--- config.mk ---
export PLATFORM = sky130hd
export DESIGN_NAME = gpr_regfile
export DESIGN_NICKNAME = d
export VERILOG_FILES = /design/src/hdl/regfile_pkg.sv /design/src/hdl/gpr_write_decode.sv /design/src/hdl/gpr_entry.sv /design/src/hdl/gpr_read_select.sv /design/src/hdl/gpr_regfile.sv
export SDC_FILE = /design/constraint.sdc
export NUM_CORES = 1
export LEC_CHECK = 0
export BUFFER_PORTS_ARGS = -buffer_cell sky130_fd_sc_hd__buf_2
export CORE_MARGIN = 1.5
export CORE_UTILIZATION = 35
export CTS_CLUSTER_DIAMETER = 30
export DETAILED_ROUTE_END_ITERATION = 8
export PLACE_DENSITY_LB_ADDON = 0.3
export SYNTH_ARGS = -nofsm -noshare
export SYNTH_HDL_FRONTEND = slang
export SYNTH_SLANG_ARGS = --single-unit
--- constraint.sdc ---
create_clock -name clk -period 2.8 [get_ports clk]
set_input_delay 0.42 -clock clk [delete_from_list [all_inputs] [get_ports clk]]
set_output_delay 0.42 -clock clk [all_outputs]
set_load 0.05 [all_outputs]
--- src/hdl/regfile_pkg.sv ---
`default_nettype none

package regfile_pkg;

    localparam int NUM_REGS = 8;  // eax..edi.

    typedef logic [2:0]  reg_addr_t;
    typedef logic [31:0] word_t;
    typedef logic [6:0]  tag_t;
    typedef logic [2:0]  sect_mask_t;  // {e, h, l}.

    typedef enum logic [1:0] {
        SZ_8    = 2'd0,
        SZ_16   = 2'd1,
        SZ_32   = 2'd2,
        SZ_NONE = 2'd3
    } size_t;

    typedef struct packed {
        logic      en;
        reg_addr_t addr;
        word_t     data;
    } wr_port_t;

    typedef struct packed {
        sect_mask_t  ld;
        sect_mask_t  ren;
        logic [15:0] e_din;
        logic [7:0]  h_din;
        logic [7:0]  l_din;
    } entry_wr_t;

    typedef struct packed {
        word_t      data;
        sect_mask_t pending;
        tag_t       e_tag;
        tag_t       h_tag;
        tag_t       l_tag;
    } rd_result_t;

    typedef struct packed {
        logic [15:0] e;
        logic [7:0]  h;
        logic [7:0]  l;
        tag_t        e_tag;
        tag_t        h_tag;
        tag_t        l_tag;
        sect_mask_t  pending;
    } entry_state_t;

    // ~~~~~~~~~~~~~~~~~~~~~~~~~~~~~~~~~~~~~~~~~~~~~~~~~~~~~~~~~~~~~~~~~~~~~~~~~~
    // x86 byte aliasing: 8-bit addresses 4..7 are AH, CH, DH, BH.
    // ~~~~~~~~~~~~~~~~~~~~~~~~~~~~~~~~~~~~~~~~~~~~~~~~~~~~~~~~~~~~~~~~~~~~~~~~~~

    function automatic reg_addr_t alias_reg(input reg_addr_t addr, input size_t size);
        if (size == SZ_8 && addr[2]) begin
            return {1'b0, addr[1:0]};  // high byte of reg 0..3.
        end
        return addr;
    endfunction

    function automatic sect_mask_t alias_mask(input reg_addr_t addr, input size_t size);
        case (size)
            SZ_8:    return addr[2] ? 3'b010 : 3'b001;
            SZ_16:   return 3'b011;
            SZ_32:   return 3'b111;
            default: return 3'b000;  // no access.
        endcase
    endfunction

endpackage

`default_nettype wire

--- src/hdl/gpr_write_decode.sv ---
`timescale 1ns/1ns
`default_nettype none

module gpr_write_decode
    import regfile_pkg::*;
#(
    parameter int NUM_PORTS = 2
) (
    input  wr_port_t  [NUM_PORTS-1:0] wr,
    input  size_t                     wr_size,
    input  reg_addr_t [NUM_PORTS-1:0] rd_addr,
    input  size_t                     rd_size,
    input  logic      [NUM_PORTS-1:0] rename,
    output entry_wr_t [NUM_REGS-1:0]  entry_wr
);

    reg_addr_t  [NUM_PORTS-1:0] wr_reg;
    sect_mask_t [NUM_PORTS-1:0] wr_msk;
    logic       [NUM_PORTS-1:0][7:0] h_lane;
    reg_addr_t  [NUM_PORTS-1:0] ren_reg;
    sect_mask_t [NUM_PORTS-1:0] ren_msk;
    logic       [NUM_PORTS-1:0] wr_en_vec;
    logic                       any_wr_en;

    // ~~~~~~~~~~~~~~~~~~~~~~~~~~~~~~~~~~~~~~~~~~~~~~~~~~~~~~~~~~~~~~~~~~~~~~~~~~
    // per-port address decode
    // ~~~~~~~~~~~~~~~~~~~~~~~~~~~~~~~~~~~~~~~~~~~~~~~~~~~~~~~~~~~~~~~~~~~~~~~~~~

    for (genvar p = 0; p < NUM_PORTS; p++) begin : g_port
        assign wr_en_vec[p] = wr[p].en;
        assign wr_reg[p]    = alias_reg(wr[p].addr, wr_size);
        assign wr_msk[p]    = wr[p].en ? alias_mask(wr[p].addr, wr_size) : '0;
        // 8-bit writes always source the low byte of the port data.
        assign h_lane[p]    = (wr_size == SZ_8) ? wr[p].data[7:0] : wr[p].data[15:8];

        assign ren_reg[p]   = alias_reg(rd_addr[p], rd_size);
        assign ren_msk[p]   = rename[p] ? alias_mask(rd_addr[p], rd_size) : '0;
    end

    assign any_wr_en = |wr_en_vec;

    // ~~~~~~~~~~~~~~~~~~~~~~~~~~~~~~~~~~~~~~~~~~~~~~~~~~~~~~~~~~~~~~~~~~~~~~~~~~
    // per-register merge, later ports override earlier ones
    // ~~~~~~~~~~~~~~~~~~~~~~~~~~~~~~~~~~~~~~~~~~~~~~~~~~~~~~~~~~~~~~~~~~~~~~~~~~

    always_comb begin
        for (int r = 0; r < NUM_REGS; r++) begin
            entry_wr[r] = '0;
            for (int p = 0; p < NUM_PORTS; p++) begin
                if (wr_reg[p] == reg_addr_t'(r)) begin
                    if (wr_msk[p][2]) begin
                        entry_wr[r].ld[2] = 1'b1;
                        entry_wr[r].e_din = wr[p].data[31:16];
                    end
                    if (wr_msk[p][1]) begin
                        entry_wr[r].ld[1] = 1'b1;
                        entry_wr[r].h_din = h_lane[p];
                    end
                    if (wr_msk[p][0]) begin
                        entry_wr[r].ld[0] = 1'b1;
                        entry_wr[r].l_din = wr[p].data[7:0];
                    end
                end
                if (ren_reg[p] == reg_addr_t'(r)) begin
                    entry_wr[r].ren = entry_wr[r].ren | ren_msk[p];  // shared tag.
                end
            end
        end
    end

    always_comb begin
        if (any_wr_en) begin
            assert (!$isunknown(wr_size))
                else $error("write size is unknown while a write port is enabled");
        end
    end

endmodule

`default_nettype wire

--- src/hdl/gpr_entry.sv ---
`timescale 1ns/1ns
`default_nettype none

module gpr_entry
    import regfile_pkg::*;
(
    input  logic         clk,
    input  logic         arst_n,
    input  entry_wr_t    entry_wr,
    input  tag_t         wb_tag,
    input  tag_t         new_tag,
    input  logic         flush,
    output entry_state_t state
);

    logic [15:0]     e_q;
    logic [7:0]      h_q;
    logic [7:0]      l_q;
    tag_t [2:0]      tag_q;      // indexed like sect_mask_t.
    sect_mask_t      pending_q;
    sect_mask_t      tag_hit;
    sect_mask_t      pending_nxt;

    // ~~~~~~~~~~~~~~~~~~~~~~~~~~~~~~~~~~~~~~~~~~~~~~~~~~~~~~~~~~~~~~~~~~~~~~~~~~
    // pending bit update
    // ~~~~~~~~~~~~~~~~~~~~~~~~~~~~~~~~~~~~~~~~~~~~~~~~~~~~~~~~~~~~~~~~~~~~~~~~~~

    always_comb begin
        for (int s = 0; s < 3; s++) begin
            tag_hit[s] = entry_wr.ld[s] && (wb_tag == tag_q[s]);  // producer done.
        end
    end

    // rename beats flush and writeback.
    assign pending_nxt = entry_wr.ren | (pending_q & ~tag_hit & {3{~flush}});

    always_ff @(posedge clk or negedge arst_n) begin
        if (!arst_n) begin
            e_q       <= '0;
            h_q       <= '0;
            l_q       <= '0;
            tag_q     <= '0;
            pending_q <= '0;
        end else begin
            if (entry_wr.ld[2]) begin
                e_q <= entry_wr.e_din;
            end
            if (entry_wr.ld[1]) begin
                h_q <= entry_wr.h_din;
            end
            if (entry_wr.ld[0]) begin
                l_q <= entry_wr.l_din;
            end
            for (int s = 0; s < 3; s++) begin
                if (entry_wr.ren[s]) begin
                    tag_q[s] <= new_tag;
                end
            end
            pending_q <= pending_nxt;
        end
    end

    assign state.e       = e_q;
    assign state.h       = h_q;
    assign state.l       = l_q;
    assign state.e_tag   = tag_q[2];
    assign state.h_tag   = tag_q[1];
    assign state.l_tag   = tag_q[0];
    assign state.pending = pending_q;

    a_flush_clears: assert property (
        @(posedge clk) disable iff (!arst_n)
        (flush && entry_wr.ren == '0) |=> (state.pending == '0)
    ) else $error("pending bits survived a flush");

endmodule

`default_nettype wire

--- src/hdl/gpr_read_select.sv ---
`timescale 1ns/1ns
`default_nettype none

module gpr_read_select
    import regfile_pkg::*;
#(
    parameter int NUM_PORTS = 2
) (
    input  entry_state_t [NUM_REGS-1:0]  state,
    input  reg_addr_t    [NUM_PORTS-1:0] rd_addr,
    input  size_t                        rd_size,
    output rd_result_t   [NUM_PORTS-1:0] rd_result
);

    reg_addr_t    [NUM_PORTS-1:0] sel_reg;
    sect_mask_t   [NUM_PORTS-1:0] sel_msk;
    entry_state_t [NUM_PORTS-1:0] sel_st;

    // ~~~~~~~~~~~~~~~~~~~~~~~~~~~~~~~~~~~~~~~~~~~~~~~~~~~~~~~~~~~~~~~~~~~~~~~~~~
    // register pick
    // ~~~~~~~~~~~~~~~~~~~~~~~~~~~~~~~~~~~~~~~~~~~~~~~~~~~~~~~~~~~~~~~~~~~~~~~~~~

    for (genvar p = 0; p < NUM_PORTS; p++) begin : g_pick
        assign sel_reg[p] = alias_reg(rd_addr[p], rd_size);
        assign sel_msk[p] = alias_mask(rd_addr[p], rd_size);
        assign sel_st[p]  = state[sel_reg[p]];
    end

    // ~~~~~~~~~~~~~~~~~~~~~~~~~~~~~~~~~~~~~~~~~~~~~~~~~~~~~~~~~~~~~~~~~~~~~~~~~~
    // result assembly, zero-extended
    // ~~~~~~~~~~~~~~~~~~~~~~~~~~~~~~~~~~~~~~~~~~~~~~~~~~~~~~~~~~~~~~~~~~~~~~~~~~

    always_comb begin
        for (int p = 0; p < NUM_PORTS; p++) begin
            case (rd_size)
                SZ_8: begin
                    // ah..bh come back in the low byte.
                    if (sel_msk[p][1]) begin
                        rd_result[p].data = {24'h0, sel_st[p].h};
                    end else begin
                        rd_result[p].data = {24'h0, sel_st[p].l};
                    end
                end
                SZ_16:   rd_result[p].data = {16'h0, sel_st[p].h, sel_st[p].l};
                SZ_32:   rd_result[p].data = {sel_st[p].e, sel_st[p].h, sel_st[p].l};
                default: rd_result[p].data = '0;
            endcase

            rd_result[p].pending = sel_st[p].pending & sel_msk[p];
            rd_result[p].e_tag   = sel_msk[p][2] ? sel_st[p].e_tag : '0;
            rd_result[p].h_tag   = sel_msk[p][1] ? sel_st[p].h_tag : '0;
            rd_result[p].l_tag   = sel_msk[p][0] ? sel_st[p].l_tag : '0;
        end
    end

endmodule

`default_nettype wire

--- src/hdl/gpr_regfile.sv ---
`timescale 1ns/1ns
`default_nettype none

module gpr_regfile
    import regfile_pkg::*;
#(
    parameter int NUM_PORTS = 2
) (
    input  logic                         clk,
    input  logic                         arst_n,
    input  wr_port_t     [NUM_PORTS-1:0] wr,
    input  size_t                        wr_size,
    input  tag_t                         wb_tag,
    input  reg_addr_t    [NUM_PORTS-1:0] rd_addr,
    input  size_t                        rd_size,
    input  logic         [NUM_PORTS-1:0] rename,
    input  tag_t                         new_tag,
    input  logic                         flush,
    output rd_result_t   [NUM_PORTS-1:0] rd_result
);

    entry_wr_t    [NUM_REGS-1:0] entry_wr;
    entry_state_t [NUM_REGS-1:0] entry_state;

    gpr_write_decode #(
        .NUM_PORTS (NUM_PORTS)
    ) i_write_decode (
        .wr       (wr),
        .wr_size  (wr_size),
        .rd_addr  (rd_addr),
        .rd_size  (rd_size),
        .rename   (rename),
        .entry_wr (entry_wr)
    );

    // ~~~~~~~~~~~~~~~~~~~~~~~~~~~~~~~~~~~~~~~~~~~~~~~~~~~~~~~~~~~~~~~~~~~~~~~~~~
    // architectural registers
    // ~~~~~~~~~~~~~~~~~~~~~~~~~~~~~~~~~~~~~~~~~~~~~~~~~~~~~~~~~~~~~~~~~~~~~~~~~~

    for (genvar r = 0; r < NUM_REGS; r++) begin : g_entry
        gpr_entry i_entry (
            .clk      (clk),
            .arst_n   (arst_n),
            .entry_wr (entry_wr[r]),
            .wb_tag   (wb_tag),
            .new_tag  (new_tag),
            .flush    (flush),
            .state    (entry_state[r])
        );
    end

    gpr_read_select #(
        .NUM_PORTS (NUM_PORTS)
    ) i_read_select (
        .state     (entry_state),
        .rd_addr   (rd_addr),
        .rd_size   (rd_size),
        .rd_result (rd_result)
    );

endmodule

`default_nettype wire

Word level (Yosys, flattened, before mapping)
Cells that the tools add are included.
{ "word_totals": {"ff_bits": 448, "elab_cells": 333} }
{ "classes": {"n_lt_le_gt_ge": 2, "n_eq_ne": 56, "muxes": 142, "n_bitwise": 43, "n_reduce_logical": 34} }
{ "ops": {"columns": ["op", "n"], "rows": [
  ["32-bit 2-to-1 mux", 16],
  ["56-bit binary-select mux with 3-bit select", 2],
  ["32-bit one-hot mux with 3 select lines", 2],
  ["8-bit 2-to-1 mux", 22],
  ["7-bit equality test", 24],
  ["16-bit 2-to-1 mux", 9],
  ["3-bit 2-to-1 mux", 44],
  ["56-bit 2-to-1 mux", 2],
  ["3-bit bitwise AND", 18],
  ["3-bit equality test (second input constant)", 16],
  ["3-bit OR", 16],
  ["7-bit 2-to-1 mux", 6],
  ["3-bit one-hot mux with 3 select lines", 4],
  ["1-bit 2-to-1 mux", 31],
  ["1-bit logical AND", 28],
  ["3-bit by 2-bit equality test with 1-bit output (second input constant)", 8],
  ["3-bit inverter", 8],
  ["3-bit by 1-bit equality test with 1-bit output (second input constant)", 4],
  ["3-bit zero test", 4],
  ["3-bit by 4-bit less-than comparator with 1-bit output (second input constant)", 2],
  ["2-bit 2-to-1 mux", 4],
  ["2-bit by 1-bit equality test with 1-bit output (second input constant)", 2],
  ["2-bit equality test (second input constant)", 2],
  ["2-bit zero test", 2],
  ["1-bit inverter", 1]
]} }

Logic depth before layout (Yosys ltp)
Gate-level depths: netlist of run 1.
{ "logic_depth": {"depth_word": 13, "mapped_depth": 10} }

By module
Synthesis of run 1 repeated with hierarchy kept, for this count alone.
{ "hier_totals": {"cells_unflattened": 2757, "area_unflattened_um2": 30720.7} }
{ "modules_own_cells": {"columns": ["module", "instances", "cells_per_inst", "area_each_um2", "seq_area_each_um2"], "rows": [
  ["gpr_entry", 8, 150, 2292.2, 1401.3],
  ["gpr_read_select", 1, 753, 7562.3, 0.0],
  ["gpr_write_decode", 1, 804, 4820.9, 0.0]
]} }

Worst setup path after synthesis of run 1
Ideal clock, no wire load.
{ "synth_path": {"kind": "input -> output", "from": "input rd_size[0]", "to": "output rd_result[28] (netlist bit)", "t_arrival_ns": 2.878, "slack_ns": -0.498, "cell_stages": 8, "path_cell_list": "inv_1 ha_1 buf_2 nand2b_1 buf_2 buf_1 nand2_1 o32ai_1"} }
{ "synth_rtl": {"columns": ["element", "line", "rtl"], "rows": [
  ["from (decl)", "gpr_regfile.sv:15", "input size_t rd_size,"],
  ["to (decl)", "gpr_regfile.sv:19", "output rd_result_t [NUM_PORTS-1:0] rd_result"]
]} }

==> qor.txt, run 1 <==
Final Wtd Congestion: 0.9248
Worst setup SP type: flip-flop
Final core occ: 44.77%
Sw Share: 31.14%
Initial antenna violation count: 11
Slew HR: 34.11%
WL per Instance: 28.23 um
Most frequent cells in the layout: dfrtp_1, nand2_1, mux4_2
Starting Density: 35.25%
Status: finished clean
Placed cell area: 33,110 um^2
Post-synth top area cell: dfrtp_1
R2R setup slack: 1.15 ns
Reg-to-reg startpoint: g_entry[7].i_entry.state[22]
Setup TNS: 0 ns
Inst Count DP: 3,881
R2R Path End: g_entry[7].i_entry.pending_q[2]
Design Area, Final: 37,350 um^2
DRT iter0 DRCs: 2,399
Worst path max stage delay: 0.51 ns
CP Buf/Inv Count: 2
Hold endpoint: g_entry[4].i_entry.e_q[5]
Slew @ Worst Pin: 0.9873 ns
Worst-path cell chain: mux4_2, mux2i_4, buf_4, o32ai_4, buf_2
Cell variety after synth: 71
Hold Vio Cnt, Final: 0
WHS Path Cells: 3
Clock Latency Late Sink: 0.66 ns
Area of the multi-input gates: 17,340 um^2
DRC viols: 0
Clock network fraction of total power: 42.9%
DR vias/cell: 6.165
DRT Pass-1 Iters: 8
Critical hold path startpoint: wr[57]
Class of the worst hold path: primary input to flip-flop
Combinational power share: 25.8%
Final Max Slew Viols: 0
Unrepaired setup endpoints after global routing: true
Clock-pin slew on the worst setup and hold paths: 0.05 ns
Final HPWL DP: 76,460 um
Register area share after synthesis: 38.13%
Register area: 11,210 um^2
CP max stage cell: mux4_2
Fillers: 7,587
First-pass GRT wire length: 171,100 um
Total track usage: 26.73%
Count of final setup violators: 0
Ranking of synthesized cells by area: dfrtp_1, mux4_2, mux2_2, mux2i_1, nand2_1
Die area: 85,760 um^2
CTS Root Cell: clkbuf_16
Die width: 292.8 um
Area delta synth->final: 27.02%
Cell area after synthesis: 29,400 um^2
Die height: 292.8 um
Syn_area_per_cell: 11.03 um^2
Pwr Density: 869.5 nW/um^2
Switching power: 10,110 uW
Core area: 83,420 um^2
WS Path Type: flip-flop to primary output
Max Root-Sink Buffers: 3
Clk sinks: 448
Commonest non-fill, non-tap cell in the layout: dfrtp_1
Post-Layout Cell Count: 4,097
Flop pwr share: 31.3%
CTS tree: yes
Max FO, Critical Path: 3
Final ANT Viol Nets: 0
Yosys reg bits: 448
Layout cells sized above 1: 38.19%
CP delay by family, top: multiplexers
Routed WL: 115,600 um
Post-synth top area share: 38.13%
Yosys warns: 0
Synth Flop Type: dfrtp_1
Std cell rows: 106
Setup Skew: 0.03947 ns
Max Cap Viol: 0
TritonCTS buffer count: 113
Syn Inst Count: 2,665
Critical path capture point type: primary output
Vias in the first global route: 25,920
Ports: 213
Largest net degree at the start of global routing: 89
CP required: 2.38 ns
Fraction of registers with async set or reset after synthesis: 100.0%
PortBufs: 212
R2R cell count: 5
LEAKAGE: 0.01491 uW
Final period util: 98.29%
Vias: 25,260
Overall Power: 32,470 uW
Critical Path AT: 2.33 ns
Synthesized Nets: 2,774
Total gr overflow: 0
Fmax achieved: 363.4 MHz
Worst VDD drop: 524.4 uV
H-tree levels: 3
Internal: 22,360 uW
Final #Nets: 3,028
Min Tclk post-route: 2.752 ns
Number of synthesized flops with an enable pin: 0
-- through the flow --
step | hold slack [ns] | setup WS [ns]
6_report | 0.05875 | 0.04787
4_1_cts | 0.02331 | 0.02016
2_1_floorplan | 0.1244 | -0.03960
3_3_place_gp | 0.3986 | -0.07605
5_1_grt | 0.06073 | -0.05898
3_5_place_dp | 0.4191 | -0.08930
-- flip-flops by register name, indices dropped and copies added, names as in the netlist --
| name | cells |
|---|---|
| g_entry.i_entry.state | 168 |
| g_entry.i_entry.e_q | 128 |
| g_entry.i_entry.h_q | 64 |
| g_entry.i_entry.l_q | 64 |
| g_entry.i_entry.pending_q | 24 |
-- worst reg2reg max path: cells and delay by family, from the launching register on --
family | cells | cell delay, ns
AND/OR/NAND/NOR | 1 | 0.42
buffers and inverters | 1 | 0.19
AO/OA/AOI/OAI | 2 | 0.38
XOR/XNOR | 1 | 0.18
flip-flops | 1 | 0.40
-- power groups by stage --
stage	Combinational (uW)	Clock (uW)	Sequential, uW
2_1_floorplan	6140	0	9570
3_3_place_gp	8090	0	9990
3_5_place_dp	8240	0	10200
4_1_cts	8320	14100	10100
5_1_grt	8870	14500	10400
6_report	8370	13900	10200
-- routing by layer --
layer | share of wire [%] | routed length [um] | GRT usage [%] | vias to the layer above
li1 | - | - | - | 10500
met3 | 9.7 | 11230 | 6.442 | 362
met2 | 46 | 53470 | 42.25 | 1485
met5 | 0.060 | 69 | 0 | -
met1 | 39 | 45140 | 34.36 | 12900
met4 | 4.9 | 5718 | 12.94 | 10
-- cells in the mapped netlist, types with 13 or more instances --
library cell  count
o21ai_1          38
nor2b_1          16
clkbuf_1        124
nand2b_1         13
a21oi_1         102
buf_4            15
mux2i_1         153
a21boi_0         16
mux2_2          186
o211ai_1         23
a32oi_1          16
buf_2            78
nand4_1          28
a221o_1         128
xnor2_1         112
and3_1           18
dfrtp_1         448
nand3_1          41
buf_1            24
and2_1           31
nand2_1         359
nor3_1           17
mux4_2          206
o21ai_0          82
nor2_1          157
a31o_2           14
clkbuf_2         14
xor2_1           56
-- worst max path at each step --
stage                              startpoint             to  slack, ns  depth (start not counted)
finish              g_entry[6].i_entry.l_q[5]  rd_result[29]       0.05                          5
global route                       rd_size[1]  rd_result[25]      -0.06                          9
CTS                 g_entry[6].i_entry.l_q[7]  rd_result[31]       0.02                          5
detailed placement                 rd_size[1]  rd_result[13]      -0.09                          9
global placement                   rd_size[0]  rd_result[13]      -0.08                          9
floorplan                          rd_size[0]  rd_result[28]      -0.04                          8
-- logic make-up after synthesis --
| logic type | share of synthesized area, % |
|---|---|
| AO/OA/AOI/OAI | 12.89 |
| adder cells (fa/ha/maj) | 0.3745 |
| AND/OR/NAND/NOR | 11.18 |
| buffers and inverters | 4.311 |
| multiplexers | 28.11 |
| flip-flops | 38.13 |
| XOR/XNOR | 5.004 |
-- what timing repair did --
item / CTS / global route
gates cloned: 1 / 0
buffers inserted: 2 / 0
resized for setup: 10 / 16
hold buffers: 1 / 0
hold endpoints to repair: 46 / 0
endpoints found under the setup margin: 12 / 11
-- cell type report --
cell class / count / share of cell area, %
diodes: 3 / 0.02010
flip-flops and latches: 448 / 30.02
multi-input cells: 1945 / 46.42
well taps: 1080 / 3.618
clock inverters: 57 / 2.302
inverters: 7 / 0.07035
repair buffers: 404 / 8.828
clock buffers: 153 / 8.727
Power figures use the tool's default switching activity.
==> inputs of run 2 (changes only) <==
--- a/config.mk
+++ b/config.mk
@@ -10,6 +10,7 @@
 export CORE_UTILIZATION = 35
 export CTS_CLUSTER_DIAMETER = 30
 export DETAILED_ROUTE_END_ITERATION = 8
+export MAX_ROUTING_LAYER = met4
 export PLACE_DENSITY_LB_ADDON = 0.3
 export SYNTH_ARGS = -nofsm -noshare
 export SYNTH_HDL_FRONTEND = slang
==> run 2 against run 1 <==
Worst setup slack improved by 0.023 ns. Die area unchanged. Sequential share of layout area decreased by 0.10 points. Critical path type is now primary input to primary output. Routed wire length decreased by 0.52%. Power increased by 0.13%. Core utilization increased by 0.16 points. Cell count about the same. Register-to-register slack got worse by 0.09 ns. Largest cell class unchanged. Flip-flop and latch count unchanged. Clock power about the same. Largest power group unchanged. Maximum frequency increased by 0.83%. Critical endpoint is now rd_result[76].
==> qor.txt, run 2 (synthesis gave the netlist of run 1 again) <==
DR WL met3: 11,390 um (+1.4%)
Max FO, Critical Path: 32 (+29)
Most frequent cells in the layout: dfrtp_1, nand2_1, mux4_2
Final core occ: 44.92% (+0.16 points)
Final HPWL DP: 75,800 um (-0.87%)
Die height: 292.8 um (unchanged)
Clock Latency Late Sink: 0.67 ns (about the same)
Worst setup SP type: primary input
LEAKAGE: 0.01492 uW (about the same)
Count of final setup violators: 0 (unchanged)
First-pass GRT wire length: 170,600 um (-0.29%)
PortBufs: 212 (unchanged)
WHS Path Cells: 3 (unchanged)
Met2 WL: 52,890 um (-1.1%)
Final ANT Viol Nets: 0 (unchanged)
Max Root-Sink Buffers: 3 (unchanged)
Status: finished clean
Critical path capture point type: primary output
Worst path max stage delay: 0.34 ns (-0.17 ns)
Starting Density: 35.25% (unchanged)
R2R cell count: 4 (-1)
Final #Nets: 3,024 (-0.13%)
Vias in the first global route: 25,710 (-0.83%)
Ports: 213 (unchanged)
Routed WL: 115,000 um (-0.52%)
Final Max Slew Viols: 0 (unchanged)
Fmax achieved: 366.4 MHz (+0.83%)
Critical hold path startpoint: wr[60]
Clock-pin slew on the worst setup and hold paths: 0.04 ns (about the same)
Die area: 85,760 um^2 (unchanged)
Commonest non-fill, non-tap cell in the layout: dfrtp_1
Overall Power: 32,520 uW (+0.13%)
DRT Pass-1 Iters: 8 (unchanged)
Final period util: 97.48% (-0.81 points)
Reg-to-reg startpoint: g_entry[3].i_entry.state[18]
WS Path Type: primary input to primary output
Critical Path Source: rd_size[1]
Vias: 24,970 (-1.2%)
Largest net degree at the start of global routing: 93 (+4.5%)
Clk sinks: 448 (unchanged)
Std cell rows: 106 (unchanged)
Class of the worst hold path: primary input to flip-flop
Min Tclk post-route: 2.729 ns (-0.02266 ns)
Slew HR: 34.09% (about the same)
WL per Instance: 28.05 um (-0.62%)
Unrepaired setup endpoints after global routing: true
Area delta synth->final: 27.46%
Max Cap Viol: 0 (unchanged)
Register area: 11,210 um^2 (unchanged)
H-tree levels: 3 (unchanged)
CP required: 2.38 ns (about the same)
Most used cell, CP: buf_12
Worst-path cell chain: buf_2, inv_1, ha_2, buf_4, nor2b_4, buf_12, buf_12, nand2_1, a21boi_1, clkbuf_4
CP max stage cell: a21boi_1
Met1 WL: 44,920 um (-0.49%)
DRT iter0 DRCs: 2,658 (+11%)
Total track usage: 27.39% (+0.66 points)
Max reg flops: 168 (unchanged)
Initial antenna violation count: 12 (+1)
Area of the multi-input gates: 17,360 um^2 (+0.12%)
Slew @ Worst Pin: 0.9875 ns (+0.0001766 ns)
Final Wtd Congestion: 0.9426 (+1.9%)
Layout cells sized above 1: 38.09% (-0.10 points)
R2R setup slack: 1.06 ns (-0.09 ns)
Hold Vio Cnt, Final: 0 (unchanged)
Setup Skew: 0.02051 ns (-0.01896 ns)
R2R Path End: g_entry[3].i_entry.pending_q[2]
Fillers: 7,471 (-1.5%)
CTS Root Cell: clkbuf_16
Hold endpoint: g_entry[5].i_entry.e_q[8]
Max Used Layer: met4
DR vias/cell: 6.088 (-1.2%)
Setup TNS: 0 ns (unchanged)
Pwr Density: 867.6 nW/um^2 (-0.21%)
Die width: 292.8 um (unchanged)
Critical Path AT: 2.31 ns (-0.02 ns)
Total gr overflow: 0 (unchanged)
DRC viols: 0 (unchanged)
Worst VDD drop: 515.6 uV (-1.7%)
CTS tree: yes
Core area: 83,420 um^2 (unchanged)
TritonCTS buffer count: 113 (unchanged)
## run 2: cell types whose count changed in the layout (fill, tap and decap cells not counted), sizes merged
cell,before,now
inv,9,8
clkbuf,154,160
bufinv,19,18
clkinv,30,28
diode,3,12
buf,402,393
clkinvlp,6,8
## run 2: repair_timing
action / in CTS / in global routing
resized for setup: 5 / 16
gates cloned: 0 / 2
setup buffers: 0 / 1
pin swaps: 0 / 0
hold endpoints to repair: 48 / 0
hold buffers: 1 / 0
setup endpoints to repair: 8 / 29
## run 2: stage by stage
stage	hold slack [ns]	cell area [um^2]	std cells	worst slack (ns)
2_1_floorplan	0.1244	29690	2665	-0.03960
3_3_place_gp	0.4244	33150	3877	-0.04659
3_5_place_dp	0.4274	33150	3877	-0.03916
4_1_cts	0.03121	37320	4086	0.002440
5_1_grt	0.06409	37460	4096	-0.01033
6_report	0.05938	37480	4101	0.07053
## run 2: worst max path at each step
stage	to	slack (ns)
final	rd_result[76]	0.07
after global routing	rd_result[27]	-0.01
after CTS	rd_result[80]	0.002
after detailed placement	rd_result[13]	-0.04
after global placement	rd_result[25]	-0.05
after floorplan	rd_result[28]	-0.04
## run 2: report_power, final
part	switching, uW	internal, uW	total, uW
sequential	1810	8340	10200
combinational	4130	4240	8370
clock	4260	9740	14000
## run 2: area by class of cell
class                           instances  share of cell area [%]
Clock inverter                         55                   2.374
Timing Repair Buffer                  400                   8.944
Clock buffer                          154                   8.704
Multi-Input combinational cell       1945                   46.31
Sequential cell                       448                   29.91
Inverter                                7                 0.07011
Antenna cell                           12                 0.08013
Tap cell                             1080                   3.606
## run 2: critical path: cells and delay by family
kind / cells / cell delay (ns)
buf+inv: 6 / 1.03
compound gates: 1 / 0.34
simple gates: 2 / 0.24
fa+ha+maj: 1 / 0.22
## run 2: metal layers
metal	vias to the layer above	global-route usage (%)
li1	10500	-
met1	12630	34.60
met2	1480	41.63
met3	362	6.025
met4	0	13.36
met5	-	-
